## src/hw/count_cfg_pkg.sv

```systemverilog
`default_nettype none

package count_cfg_pkg;

    // lanes presented per clock cycle
    localparam int NUM_TAGS = 4;

    // timestamp width in ticks, comparisons wrap at 2^TAG_WIDTH
    localparam int TAG_WIDTH = 32;

    // width of the channel field carried with each tag
    localparam int CHANNEL_WIDTH = 4;

    // channels that are counted
    // any channel number at or above this is a keep-alive
    localparam int NUM_CHANNELS = 8;

    // width of one per-channel window count
    localparam int COUNTER_WIDTH = 16;

    // a partial sum must hold NUM_TAGS hits from one cycle
    localparam int SUM_WIDTH = $clog2(NUM_TAGS + 1);

    // whole tag cycles held in the input FIFO
    localparam int FIFO_DEPTH = 16;

    // FIFO address bits, depth is a power of two
    localparam int FIFO_AW = $clog2(FIFO_DEPTH);

    // one timestamp
    typedef logic [TAG_WIDTH-1:0] tag_time_t;

    // one channel field
    typedef logic [CHANNEL_WIDTH-1:0] channel_t;

endpackage

`default_nettype wire

```

## src/hw/count_types_pkg.sv

```systemverilog
`default_nettype none

package count_types_pkg;

    // tracker FSM
    // idle until start, armed until the first head, then measuring until rst
    typedef enum logic [1:0] {
        TRACK_IDLE,
        TRACK_ARMED,
        TRACK_MEASURE
    } track_state_e;

    // which window a lane is counted into on this cycle
    typedef enum logic [1:0] {
        LANE_NONE,
        LANE_CURRENT,
        LANE_NEXT
    } lane_class_e;

endpackage

`default_nettype wire

```

## src/hw/tag_fifo.sv

```systemverilog
`default_nettype none

module tag_fifo
    import count_cfg_pkg::*;
(
    input  logic                clk,
    input  logic                rst,
    input  logic [NUM_TAGS-1:0] tag_valid_i,
    input  tag_time_t           tag_time_i [NUM_TAGS],
    input  channel_t            tag_channel_i [NUM_TAGS],
    input  logic                rd_en_i,
    output logic                fifo_valid_o,
    output logic [NUM_TAGS-1:0] head_valid_o,
    output tag_time_t           head_time_o [NUM_TAGS],
    output channel_t            head_channel_o [NUM_TAGS],
    output logic                full_o
);

    // input register stage
    logic                wr_req;
    logic [NUM_TAGS-1:0] in_valid;
    tag_time_t           in_time [NUM_TAGS];
    channel_t            in_channel [NUM_TAGS];

    // storage, one entry per tag cycle
    logic [NUM_TAGS-1:0] mem_valid [FIFO_DEPTH];
    tag_time_t           mem_time [FIFO_DEPTH][NUM_TAGS];
    channel_t            mem_channel [FIFO_DEPTH][NUM_TAGS];

    logic [FIFO_AW-1:0]  wr_ptr;
    logic [FIFO_AW-1:0]  rd_ptr;
    logic [FIFO_AW:0]    occupancy;
    logic                wr_en;
    logic                rd_en;

    // only cycles with at least one valid lane are worth storing
    always_ff @(posedge clk) begin
        if (rst) begin
            wr_req <= 1'b0;
        end else begin
            wr_req <= |tag_valid_i;
        end
    end

    always_ff @(posedge clk) begin
        in_valid   <= tag_valid_i;
        in_time    <= tag_time_i;
        in_channel <= tag_channel_i;
    end

    assign full_o       = (occupancy == (FIFO_AW + 1)'(FIFO_DEPTH));
    assign fifo_valid_o = (occupancy != '0);

    // a write into a full FIFO is dropped
    assign wr_en = wr_req && !full_o;
    assign rd_en = fifo_valid_o && rd_en_i;

    always_ff @(posedge clk) begin
        if (wr_en) begin
            mem_valid[wr_ptr]   <= in_valid;
            mem_time[wr_ptr]    <= in_time;
            mem_channel[wr_ptr] <= in_channel;
        end
    end

    // pointers wrap on their own since the depth is a power of two
    always_ff @(posedge clk) begin
        if (rst) begin
            wr_ptr    <= '0;
            rd_ptr    <= '0;
            occupancy <= '0;
        end else begin
            if (wr_en) begin
                wr_ptr <= wr_ptr + 1'b1;
            end
            if (rd_en) begin
                rd_ptr <= rd_ptr + 1'b1;
            end
            case ({wr_en, rd_en})
                2'b10:   occupancy <= occupancy + 1'b1;
                2'b01:   occupancy <= occupancy - 1'b1;
                default: occupancy <= occupancy;
            endcase
        end
    end

    // first-word-fall-through, head entry shown without a read
    assign head_valid_o   = mem_valid[rd_ptr];
    assign head_time_o    = mem_time[rd_ptr];
    assign head_channel_o = mem_channel[rd_ptr];

endmodule

`default_nettype wire

```

## src/hw/window_tracker.sv

```systemverilog
`default_nettype none

module window_tracker
    import count_cfg_pkg::*;
    import count_types_pkg::*;
(
    input  logic                clk,
    input  logic                rst,
    input  logic                start_counting_i,
    input  tag_time_t           window_size_i,
    input  logic                fifo_valid_i,
    input  logic [NUM_TAGS-1:0] head_valid_i,
    input  tag_time_t           head_time_i [NUM_TAGS],
    input  channel_t            head_channel_i [NUM_TAGS],
    output logic                fifo_rd_en_o,
    output lane_class_e         lane_class_o [NUM_TAGS],
    output channel_t            lane_channel_o [NUM_TAGS],
    output logic                update_window_o
);

    track_state_e        state;
    logic                rd_en_q;
    logic                replay;
    logic                consume;
    logic                active;

    // window bounds, current window is [window_end - size, window_end)
    tag_time_t           window_end;
    tag_time_t           next_window_end;
    tag_time_t           bound_end;
    tag_time_t           bound_next;
    tag_time_t           first_time;

    // copy of the last consumed head, replayed while reading is stalled
    logic [NUM_TAGS-1:0] hold_valid;
    tag_time_t           hold_time [NUM_TAGS];
    channel_t            hold_channel [NUM_TAGS];

    logic [NUM_TAGS-1:0] mux_valid;
    tag_time_t           mux_time [NUM_TAGS];
    tag_time_t           diff_end [NUM_TAGS];
    tag_time_t           diff_next [NUM_TAGS];
    logic [NUM_TAGS-1:0] lane_on;
    logic [NUM_TAGS-1:0] before_end;
    logic [NUM_TAGS-1:0] before_next;
    logic                update;
    logic                far_ahead;

    // a low read enable means the held cycle is being replayed
    assign replay  = !rd_en_q;
    assign consume = fifo_valid_i && rd_en_q;

    // lanes take part only once armed, the arming head itself included
    always_comb begin
        active = 1'b0;
        if (state == TRACK_ARMED) begin
            active = consume;
        end else if (state == TRACK_MEASURE) begin
            active = consume || replay;
        end
    end

    // lowest-indexed valid lane opens the first window
    always_comb begin
        first_time = head_time_i[0];
        for (int i = NUM_TAGS - 1; i >= 0; i--) begin
            if (head_valid_i[i]) begin
                first_time = head_time_i[i];
            end
        end
    end

    // while armed the bounds come straight from the head so that
    // the first cycle is classified like any other
    always_comb begin
        if (state == TRACK_MEASURE) begin
            bound_end  = window_end;
            bound_next = next_window_end;
        end else begin
            bound_end  = first_time + window_size_i;
            bound_next = first_time + (window_size_i << 1);
        end
    end

    always_comb begin
        mux_valid = replay ? hold_valid : head_valid_i;
        for (int i = 0; i < NUM_TAGS; i++) begin
            mux_time[i]       = replay ? hold_time[i] : head_time_i[i];
            lane_channel_o[i] = replay ? hold_channel[i] : head_channel_i[i];
        end
    end

    // wrapping differences, a set sign bit means the lane lies before the bound
    always_comb begin
        update    = 1'b0;
        far_ahead = 1'b0;
        for (int i = 0; i < NUM_TAGS; i++) begin
            diff_end[i]     = mux_time[i] - bound_end;
            diff_next[i]    = mux_time[i] - bound_next;
            before_end[i]   = diff_end[i][TAG_WIDTH-1];
            before_next[i]  = diff_next[i][TAG_WIDTH-1];
            lane_on[i]      = mux_valid[i] && active;
            lane_class_o[i] = LANE_NONE;
            if (lane_on[i]) begin
                if (before_end[i]) begin
                    // current window only when first consumed, a replay would recount it
                    if (!replay) begin
                        lane_class_o[i] = LANE_CURRENT;
                    end
                end else begin
                    update = 1'b1;
                    if (before_next[i]) begin
                        lane_class_o[i] = LANE_NEXT;
                    end else begin
                        far_ahead = 1'b1;
                    end
                end
            end
        end
    end

    assign update_window_o = update;
    assign fifo_rd_en_o    = rd_en_q;

    // stall while some lane is two or more windows ahead
    // the replay that advances last also lets reading resume
    always_ff @(posedge clk) begin
        if (rst) begin
            state   <= TRACK_IDLE;
            rd_en_q <= 1'b1;
        end else begin
            rd_en_q <= !far_ahead;
            case (state)
                TRACK_IDLE: begin
                    if (start_counting_i) begin
                        state <= TRACK_ARMED;
                    end
                end
                TRACK_ARMED: begin
                    if (consume) begin
                        state <= TRACK_MEASURE;
                    end
                end
                default: begin
                    state <= state;
                end
            endcase
        end
    end

    // both bounds step by one window on each advance
    always_ff @(posedge clk) begin
        if (active) begin
            window_end      <= update ? bound_next : bound_end;
            next_window_end <= update ? bound_next + window_size_i : bound_next;
        end
    end

    always_ff @(posedge clk) begin
        if (consume) begin
            hold_valid   <= head_valid_i;
            hold_time    <= head_time_i;
            hold_channel <= head_channel_i;
        end
    end

endmodule

`default_nettype wire

```

## src/hw/lane_binner.sv

```systemverilog
`default_nettype none

module lane_binner
    import count_cfg_pkg::*;
    import count_types_pkg::*;
(
    input  logic                 clk,
    input  logic                 rst,
    input  lane_class_e          lane_class_i [NUM_TAGS],
    input  channel_t             lane_channel_i [NUM_TAGS],
    output logic [SUM_WIDTH-1:0] cur_sum_o [NUM_CHANNELS],
    output logic [SUM_WIDTH-1:0] next_sum_o [NUM_CHANNELS]
);

    // one bit per lane for each channel and target window
    logic [NUM_TAGS-1:0] cur_hits [NUM_CHANNELS];
    logic [NUM_TAGS-1:0] next_hits [NUM_CHANNELS];

    function automatic logic [SUM_WIDTH-1:0] popcount(input logic [NUM_TAGS-1:0] bits);
        logic [SUM_WIDTH-1:0] n;
        n = '0;
        for (int i = 0; i < NUM_TAGS; i++) begin
            n = n + SUM_WIDTH'(bits[i]);
        end
        return n;
    endfunction

    // stage 1 decodes the channel of each lane
    // keep-alive channels match no counted channel and drop out here
    always_ff @(posedge clk) begin
        if (rst) begin
            cur_hits  <= '{default: '0};
            next_hits <= '{default: '0};
        end else begin
            for (int c = 0; c < NUM_CHANNELS; c++) begin
                for (int i = 0; i < NUM_TAGS; i++) begin
                    cur_hits[c][i]  <= (int'(lane_channel_i[i]) == c)
                                       && (lane_class_i[i] == LANE_CURRENT);
                    next_hits[c][i] <= (int'(lane_channel_i[i]) == c)
                                       && (lane_class_i[i] == LANE_NEXT);
                end
            end
        end
    end

    // stage 2 turns the hits of each channel into counts
    always_ff @(posedge clk) begin
        if (rst) begin
            cur_sum_o  <= '{default: '0};
            next_sum_o <= '{default: '0};
        end else begin
            for (int c = 0; c < NUM_CHANNELS; c++) begin
                cur_sum_o[c]  <= popcount(cur_hits[c]);
                next_sum_o[c] <= popcount(next_hits[c]);
            end
        end
    end

endmodule

`default_nettype wire

```

## src/hw/rate_counters.sv

```systemverilog
`default_nettype none

module rate_counters
    import count_cfg_pkg::*;
(
    input  logic                     clk,
    input  logic                     rst,
    input  logic                     update_window_i,
    input  logic [SUM_WIDTH-1:0]     cur_sum_i [NUM_CHANNELS],
    input  logic [SUM_WIDTH-1:0]     next_sum_i [NUM_CHANNELS],
    output logic [COUNTER_WIDTH-1:0] count_data_o [NUM_CHANNELS],
    output logic                     count_valid_o
);

    // advance delayed to line up with the binner output
    logic update_d1;
    logic update_d2;
    logic valid_q;

    logic [COUNTER_WIDTH-1:0] counter [NUM_CHANNELS];
    logic [COUNTER_WIDTH-1:0] total [NUM_CHANNELS];

    // running count with this cycle's current-window hits folded in
    always_comb begin
        for (int c = 0; c < NUM_CHANNELS; c++) begin
            total[c] = counter[c] + COUNTER_WIDTH'(cur_sum_i[c]);
        end
    end

    always_ff @(posedge clk) begin
        if (rst) begin
            update_d1 <= 1'b0;
            update_d2 <= 1'b0;
            valid_q   <= 1'b0;
        end else begin
            update_d1 <= update_window_i;
            update_d2 <= update_d1;
            valid_q   <= update_d2;
        end
    end

    // on a window close the counter restarts with the tags that
    // already belong to the following window
    always_ff @(posedge clk) begin
        if (rst) begin
            counter <= '{default: '0};
        end else begin
            for (int c = 0; c < NUM_CHANNELS; c++) begin
                counter[c] <= update_d2 ? COUNTER_WIDTH'(next_sum_i[c]) : total[c];
            end
        end
    end

    // report held until the next window closes
    always_ff @(posedge clk) begin
        if (update_d2) begin
            count_data_o <= total;
        end
    end

    assign count_valid_o = valid_q;

endmodule

`default_nettype wire

```

## src/hw/countrate_top.sv

```systemverilog
`default_nettype none

module countrate_top
    import count_cfg_pkg::*;
    import count_types_pkg::*;
(
    input  logic                     clk,
    input  logic                     rst,
    input  logic [NUM_TAGS-1:0]      tag_valid_i,
    input  tag_time_t                tag_time_i [NUM_TAGS],
    input  channel_t                 tag_channel_i [NUM_TAGS],
    input  tag_time_t                window_size_i,
    input  logic                     start_counting_i,
    output logic [COUNTER_WIDTH-1:0] count_data_o [NUM_CHANNELS],
    output logic                     count_valid_o
);

    // FIFO head towards the tracker
    logic                 fifo_valid;
    logic [NUM_TAGS-1:0]  head_valid;
    tag_time_t            head_time [NUM_TAGS];
    channel_t             head_channel [NUM_TAGS];
    logic                 fifo_full;
    logic                 fifo_rd_en;

    // classified lanes and window advance
    lane_class_e          lane_class [NUM_TAGS];
    channel_t             lane_channel [NUM_TAGS];
    logic                 update_window;

    // per-channel partial sums
    logic [SUM_WIDTH-1:0] cur_sum [NUM_CHANNELS];
    logic [SUM_WIDTH-1:0] next_sum [NUM_CHANNELS];

    tag_fifo u_fifo (
        .clk            (clk),
        .rst            (rst),
        .tag_valid_i    (tag_valid_i),
        .tag_time_i     (tag_time_i),
        .tag_channel_i  (tag_channel_i),
        .rd_en_i        (fifo_rd_en),
        .fifo_valid_o   (fifo_valid),
        .head_valid_o   (head_valid),
        .head_time_o    (head_time),
        .head_channel_o (head_channel),
        .full_o         (fifo_full)
    );

    window_tracker u_tracker (
        .clk              (clk),
        .rst              (rst),
        .start_counting_i (start_counting_i),
        .window_size_i    (window_size_i),
        .fifo_valid_i     (fifo_valid),
        .head_valid_i     (head_valid),
        .head_time_i      (head_time),
        .head_channel_i   (head_channel),
        .fifo_rd_en_o     (fifo_rd_en),
        .lane_class_o     (lane_class),
        .lane_channel_o   (lane_channel),
        .update_window_o  (update_window)
    );

    lane_binner u_binner (
        .clk            (clk),
        .rst            (rst),
        .lane_class_i   (lane_class),
        .lane_channel_i (lane_channel),
        .cur_sum_o      (cur_sum),
        .next_sum_o     (next_sum)
    );

    rate_counters u_counters (
        .clk             (clk),
        .rst             (rst),
        .update_window_i (update_window),
        .cur_sum_i       (cur_sum),
        .next_sum_i      (next_sum),
        .count_data_o    (count_data_o),
        .count_valid_o   (count_valid_o)
    );

endmodule

`default_nettype wire

```

## config.mk

```make
export PLATFORM = sky130hd
export DESIGN_NAME = countrate_top
export DESIGN_NICKNAME = d
export VERILOG_FILES = /design/src/hw/count_cfg_pkg.sv /design/src/hw/count_types_pkg.sv /design/src/hw/tag_fifo.sv /design/src/hw/window_tracker.sv /design/src/hw/lane_binner.sv /design/src/hw/rate_counters.sv /design/src/hw/countrate_top.sv
export SDC_FILE = /design/constraint.sdc
export NUM_CORES = 2
export LEC_CHECK = 0
export BUFFER_PORTS_ARGS = -buffer_cell sky130_fd_sc_hd__buf_2
export CAP_MARGIN = 15
export CORE_ASPECT_RATIO = 1.5
export CORE_MARGIN = 3
export CORE_UTILIZATION = 29
export CTS_CLUSTER_DIAMETER = 50
export CTS_CLUSTER_SIZE = 30
export DETAILED_ROUTE_END_ITERATION = 10
export GPL_TIMING_DRIVEN = 0
export HOLD_SLACK_MARGIN = 0.08
export SLEW_MARGIN = 20
export SYNTH_ARGS = -nofsm -noshare
export SYNTH_HDL_FRONTEND = slang
export SYNTH_HIERARCHICAL = 1
export SYNTH_SLANG_ARGS = --single-unit
export TNS_END_PERCENT = 100
```

## constraint.sdc

```tcl
create_clock -name clk -period 23.4 [get_ports clk]
set_input_delay 2.34 -clock clk [delete_from_list [all_inputs] [get_ports clk]]
set_output_delay 2.34 -clock clk [all_outputs]
set_load 0.005 [all_outputs]
```

==> impl_table.tex <==
\begin{tabular}{lr}
\hline
Metric & Value \\
\hline
\multicolumn{2}{l}{\textbf{Timing}} \\
Final setup violation count & 0 \\
Post-layout min period & 14190 ps \\
Final clock skew & 124 ps \\
Achievable frequency & 70.5 MHz \\
Setup repair after global routing missed its margin & no \\
Final hold slack & 428 ps \\
Final Max Slew Viols & 0 \\
Worst relative slew slack & 18.7\% \\
Total Negative Setup Slacks & 0 ps \\
Final hold violation count & 0 \\
Least-Margin Pin Slew & 1220 ps \\
Post-route fraction of the period consumed by the critical path & 60.7\% \\
\multicolumn{2}{l}{\textbf{Clock network}} \\
Buffers inserted during post-CTS setup optimization & 0 \\
CTS tree & built \\
Cts repair resizes & 0 \\
H-Tree Level Count & 4 \\
Worst-Skew Late Latency & 980 ps \\
Cell at the root of the clock tree & sky130\_fd\_sc\_hd\_\_clkbuf\_16 \\
Clock transition at the register clock pins on the worst setup and hold paths after CTS & 100 ps \\
TritonCTS buffer count & 194 \\
Deepest clock path buffer count & 4 \\
Post-CTS Hold Fix Bufs & 0 \\
Number of sinks handled by clock tree synthesis & 3120 \\
\multicolumn{2}{l}{\textbf{Finish}} \\
Fraction of final layout cells sized beyond drive strength 1 & 24.7\% \\
Most frequent cells in the layout & sky130\_fd\_sc\_hd\_\_edfxtp\_1 (2708), sky130\_fd\_sc\_hd\_\_mux4\_2 (671), sky130\_fd\_sc\_hd\_\_dfxtp\_1 (411) \\
Leading cell type in the layout, fill and taps excluded & sky130\_fd\_sc\_hd\_\_edfxtp\_1 \\
Post-route standard cell area excluding fillers & 151000 sq um \\
Area of combinational cells with multiple inputs & 38300 sq um \\
Nets & 8636 \\
Combined flip-flop and latch cell area & 89600 sq um \\
Final core area utilization & 33.9\% \\
Number of filler cells placed in the layout & 41900 \\
Area growth from synthesis to final layout & 16.3\% \\
\multicolumn{2}{l}{\textbf{Worst setup path}} \\
Dominant cell type by count on the critical path & sky130\_fd\_sc\_hd\_\_a21oi\_1 \\
Class of the most critical setup path & reg2reg \\
Critical path's largest stage delay & 950 ps \\
Kind of cell adding the most delay to the critical path & compound AO/OA/AOI/OAI gates \\
Required time of the worst setup path & 24050 ps \\
Buffers \& Inverters on Critical Path & 8 \\
CP Max Fanout & 11 \\
WP data arrival & 14840 ps \\
Slowest stage cell on the critical path & sky130\_fd\_sc\_hd\_\_a21oi\_1 \\
Critical Path Sink Type & register \\
Crit start category & register \\
\multicolumn{2}{l}{\textbf{Detailed routing}} \\
Initial drt markers & 6869 \\
First-pass detailed-route iteration total & 8 \\
Residual DRC count & 0 \\
Detail-routed net length per standard cell & 27.9 microns \\
Count of nets left with antenna violations after detail routing & 0 \\
Total Routed Length & 395000 microns \\
Average via count per standard cell & 5.05 \\
DR vias & 71400 \\
\multicolumn{2}{l}{\textbf{Global routing}} \\
Number of antenna violations at the first check in global routing & 79 \\
Total routing usage reported by global routing & 16.9\% \\
Remaining global-route overflow & 0 \\
Pin count of the biggest net entering global routing & 79 \\
Global-route wire length before repair & 551000 microns \\
Vias in the first global route & 72600 \\
\multicolumn{2}{l}{\textbf{Die}} \\
Die Area & 455000 sq um \\
Number of top-level pins & 312 \\
Die span in y & 825 microns \\
Die extent in x & 552 microns \\
Site Rows & 300 \\
Placeable core area & 445000 sq um \\
Starting Density & 29.1\% \\
\multicolumn{2}{l}{\textbf{Pwr}} \\
Proportion of power drawn by combinational gates & 50.8\% \\
Switching power & 9.19 mW \\
LEAKAGE & 50.5 nW \\
Largest vdd supply drop & 156 uV \\
Areal power density over the cells & 144 nW/um\^{}2 \\
Clock group share of total power & 18.1\% \\
Net Sw Frac & 42.3\% \\
Cell-internal power & 12.6 mW \\
Relative contribution of sequential cells to total power & 31.1\% \\
\multicolumn{2}{l}{\textbf{Synthesis}} \\
Yosys Warn Count & 6 \\
Net Count, Synth & 7850 \\
Netlist area before placement & 130000 sq um \\
Number of instances in the synthesized netlist & 7291 \\
Synth Area per Inst & 17.8 sq um \\
\multicolumn{2}{l}{\textbf{Worst hold path}} \\
Hold/Removal Path Class & reg2reg \\
\multicolumn{2}{l}{\textbf{Run status}} \\
Status & completed \\
\multicolumn{2}{l}{\textbf{Flow run}} \\
Number of violations of the max-capacitance limit & 0 \\
\multicolumn{2}{l}{\textbf{Place}} \\
Last weighted congestion value of the routability-driven placer & 0.940 \\
Cell area after placement & 143000 sq um \\
Input/output buffers & 311 \\
Detailed placement HPWL & 295000 microns \\
\hline
\end{tabular}
## power groups by stage
stage | clock network, mW | logic [mW] | registers, mW
2_1_floorplan | 0 | 6.85 | 6.91
3_3_place_gp | 0 | 10.5 | 7.03
3_5_place_dp | 0 | 10.9 | 6.89
4_1_cts | 4.03 | 11.0 | 6.76
5_1_grt | 4.21 | 11.8 | 6.80
6_report | 3.93 | 11.0 | 6.76
## registers in the layout (all words and copies together), names as in the netlist, 5 cells and up, named ones only
name,flops
u_fifo/mem_time,2048
u_binner/cur_hits,32
u_counters/count_data_o,128
u_binner/next_hits,32
u_binner/cur_sum_o,24
u_fifo/mem_channel,256
u_fifo/occupancy,5
u_binner/next_sum_o,24
u_fifo/mem_valid,64
u_fifo/in_channel,16
u_tracker/hold_channel,16
u_tracker/next_window_end,32
u_tracker/hold_time,128
u_fifo/in_time,128
u_tracker/window_end,32
u_counters/counter,128
## stage by stage
stage | worst slack, ps | total power [mW] | instances
finish | 9210 | 21.7 | 14100
global route | 9140 | 22.8 | 14100
CTS | 9420 | 21.8 | 14100
detailed placement | 9500 | 17.8 | 13800
global placement | -3460 | 17.6 | 13500
floorplan | 11360 | 13.8 | 7291
## final cells by class
type	count	area share [%]
timing repair buffer	590	4.10
antenna	22	0.0365
buffer	317	1.00
clock inverter	145	1.44
multi-input combinational	3694	25.4
clock buffer	209	3.30
inverter	160	0.404
tap	5889	4.89
sequential	3120	59.4
## routing by layer
layer  wire [microns]  global-route usage, %  up-vias
li1                 -                      -    30700
met2           200000                   29.7     2598
met1           147000                   19.9    37500
met3            25300                   2.92      657
met4            22500                   8.26       60
met5              381                      0        -
## path summary, 6_finish.rpt
check                             from  slack [ps]                       endpoint  cells past startpoint
setup / recovery              register        9210  u_tracker/next_window_end[20]                     41
hold / removal    u_counters/update_d1         430           u_counters/update_d2                      1
setup reg to reg              register        9210  u_tracker/next_window_end[20]                     41
hold reg to reg   u_counters/update_d1         430           u_counters/update_d2                      1
## worst reg2reg max path, delay by kind of cell (launching register included)
family | cells | cell delay, ps
muxes | 1 | 320
buffers and inverters | 8 | 4240
and+or+nand+nor | 7 | 1090
AOI/OAI and AO/OA | 22 | 6570
adders and majority gates | 3 | 1350
DFF | 1 | 310
Note: power is estimated with default switching activity, not from simulation.
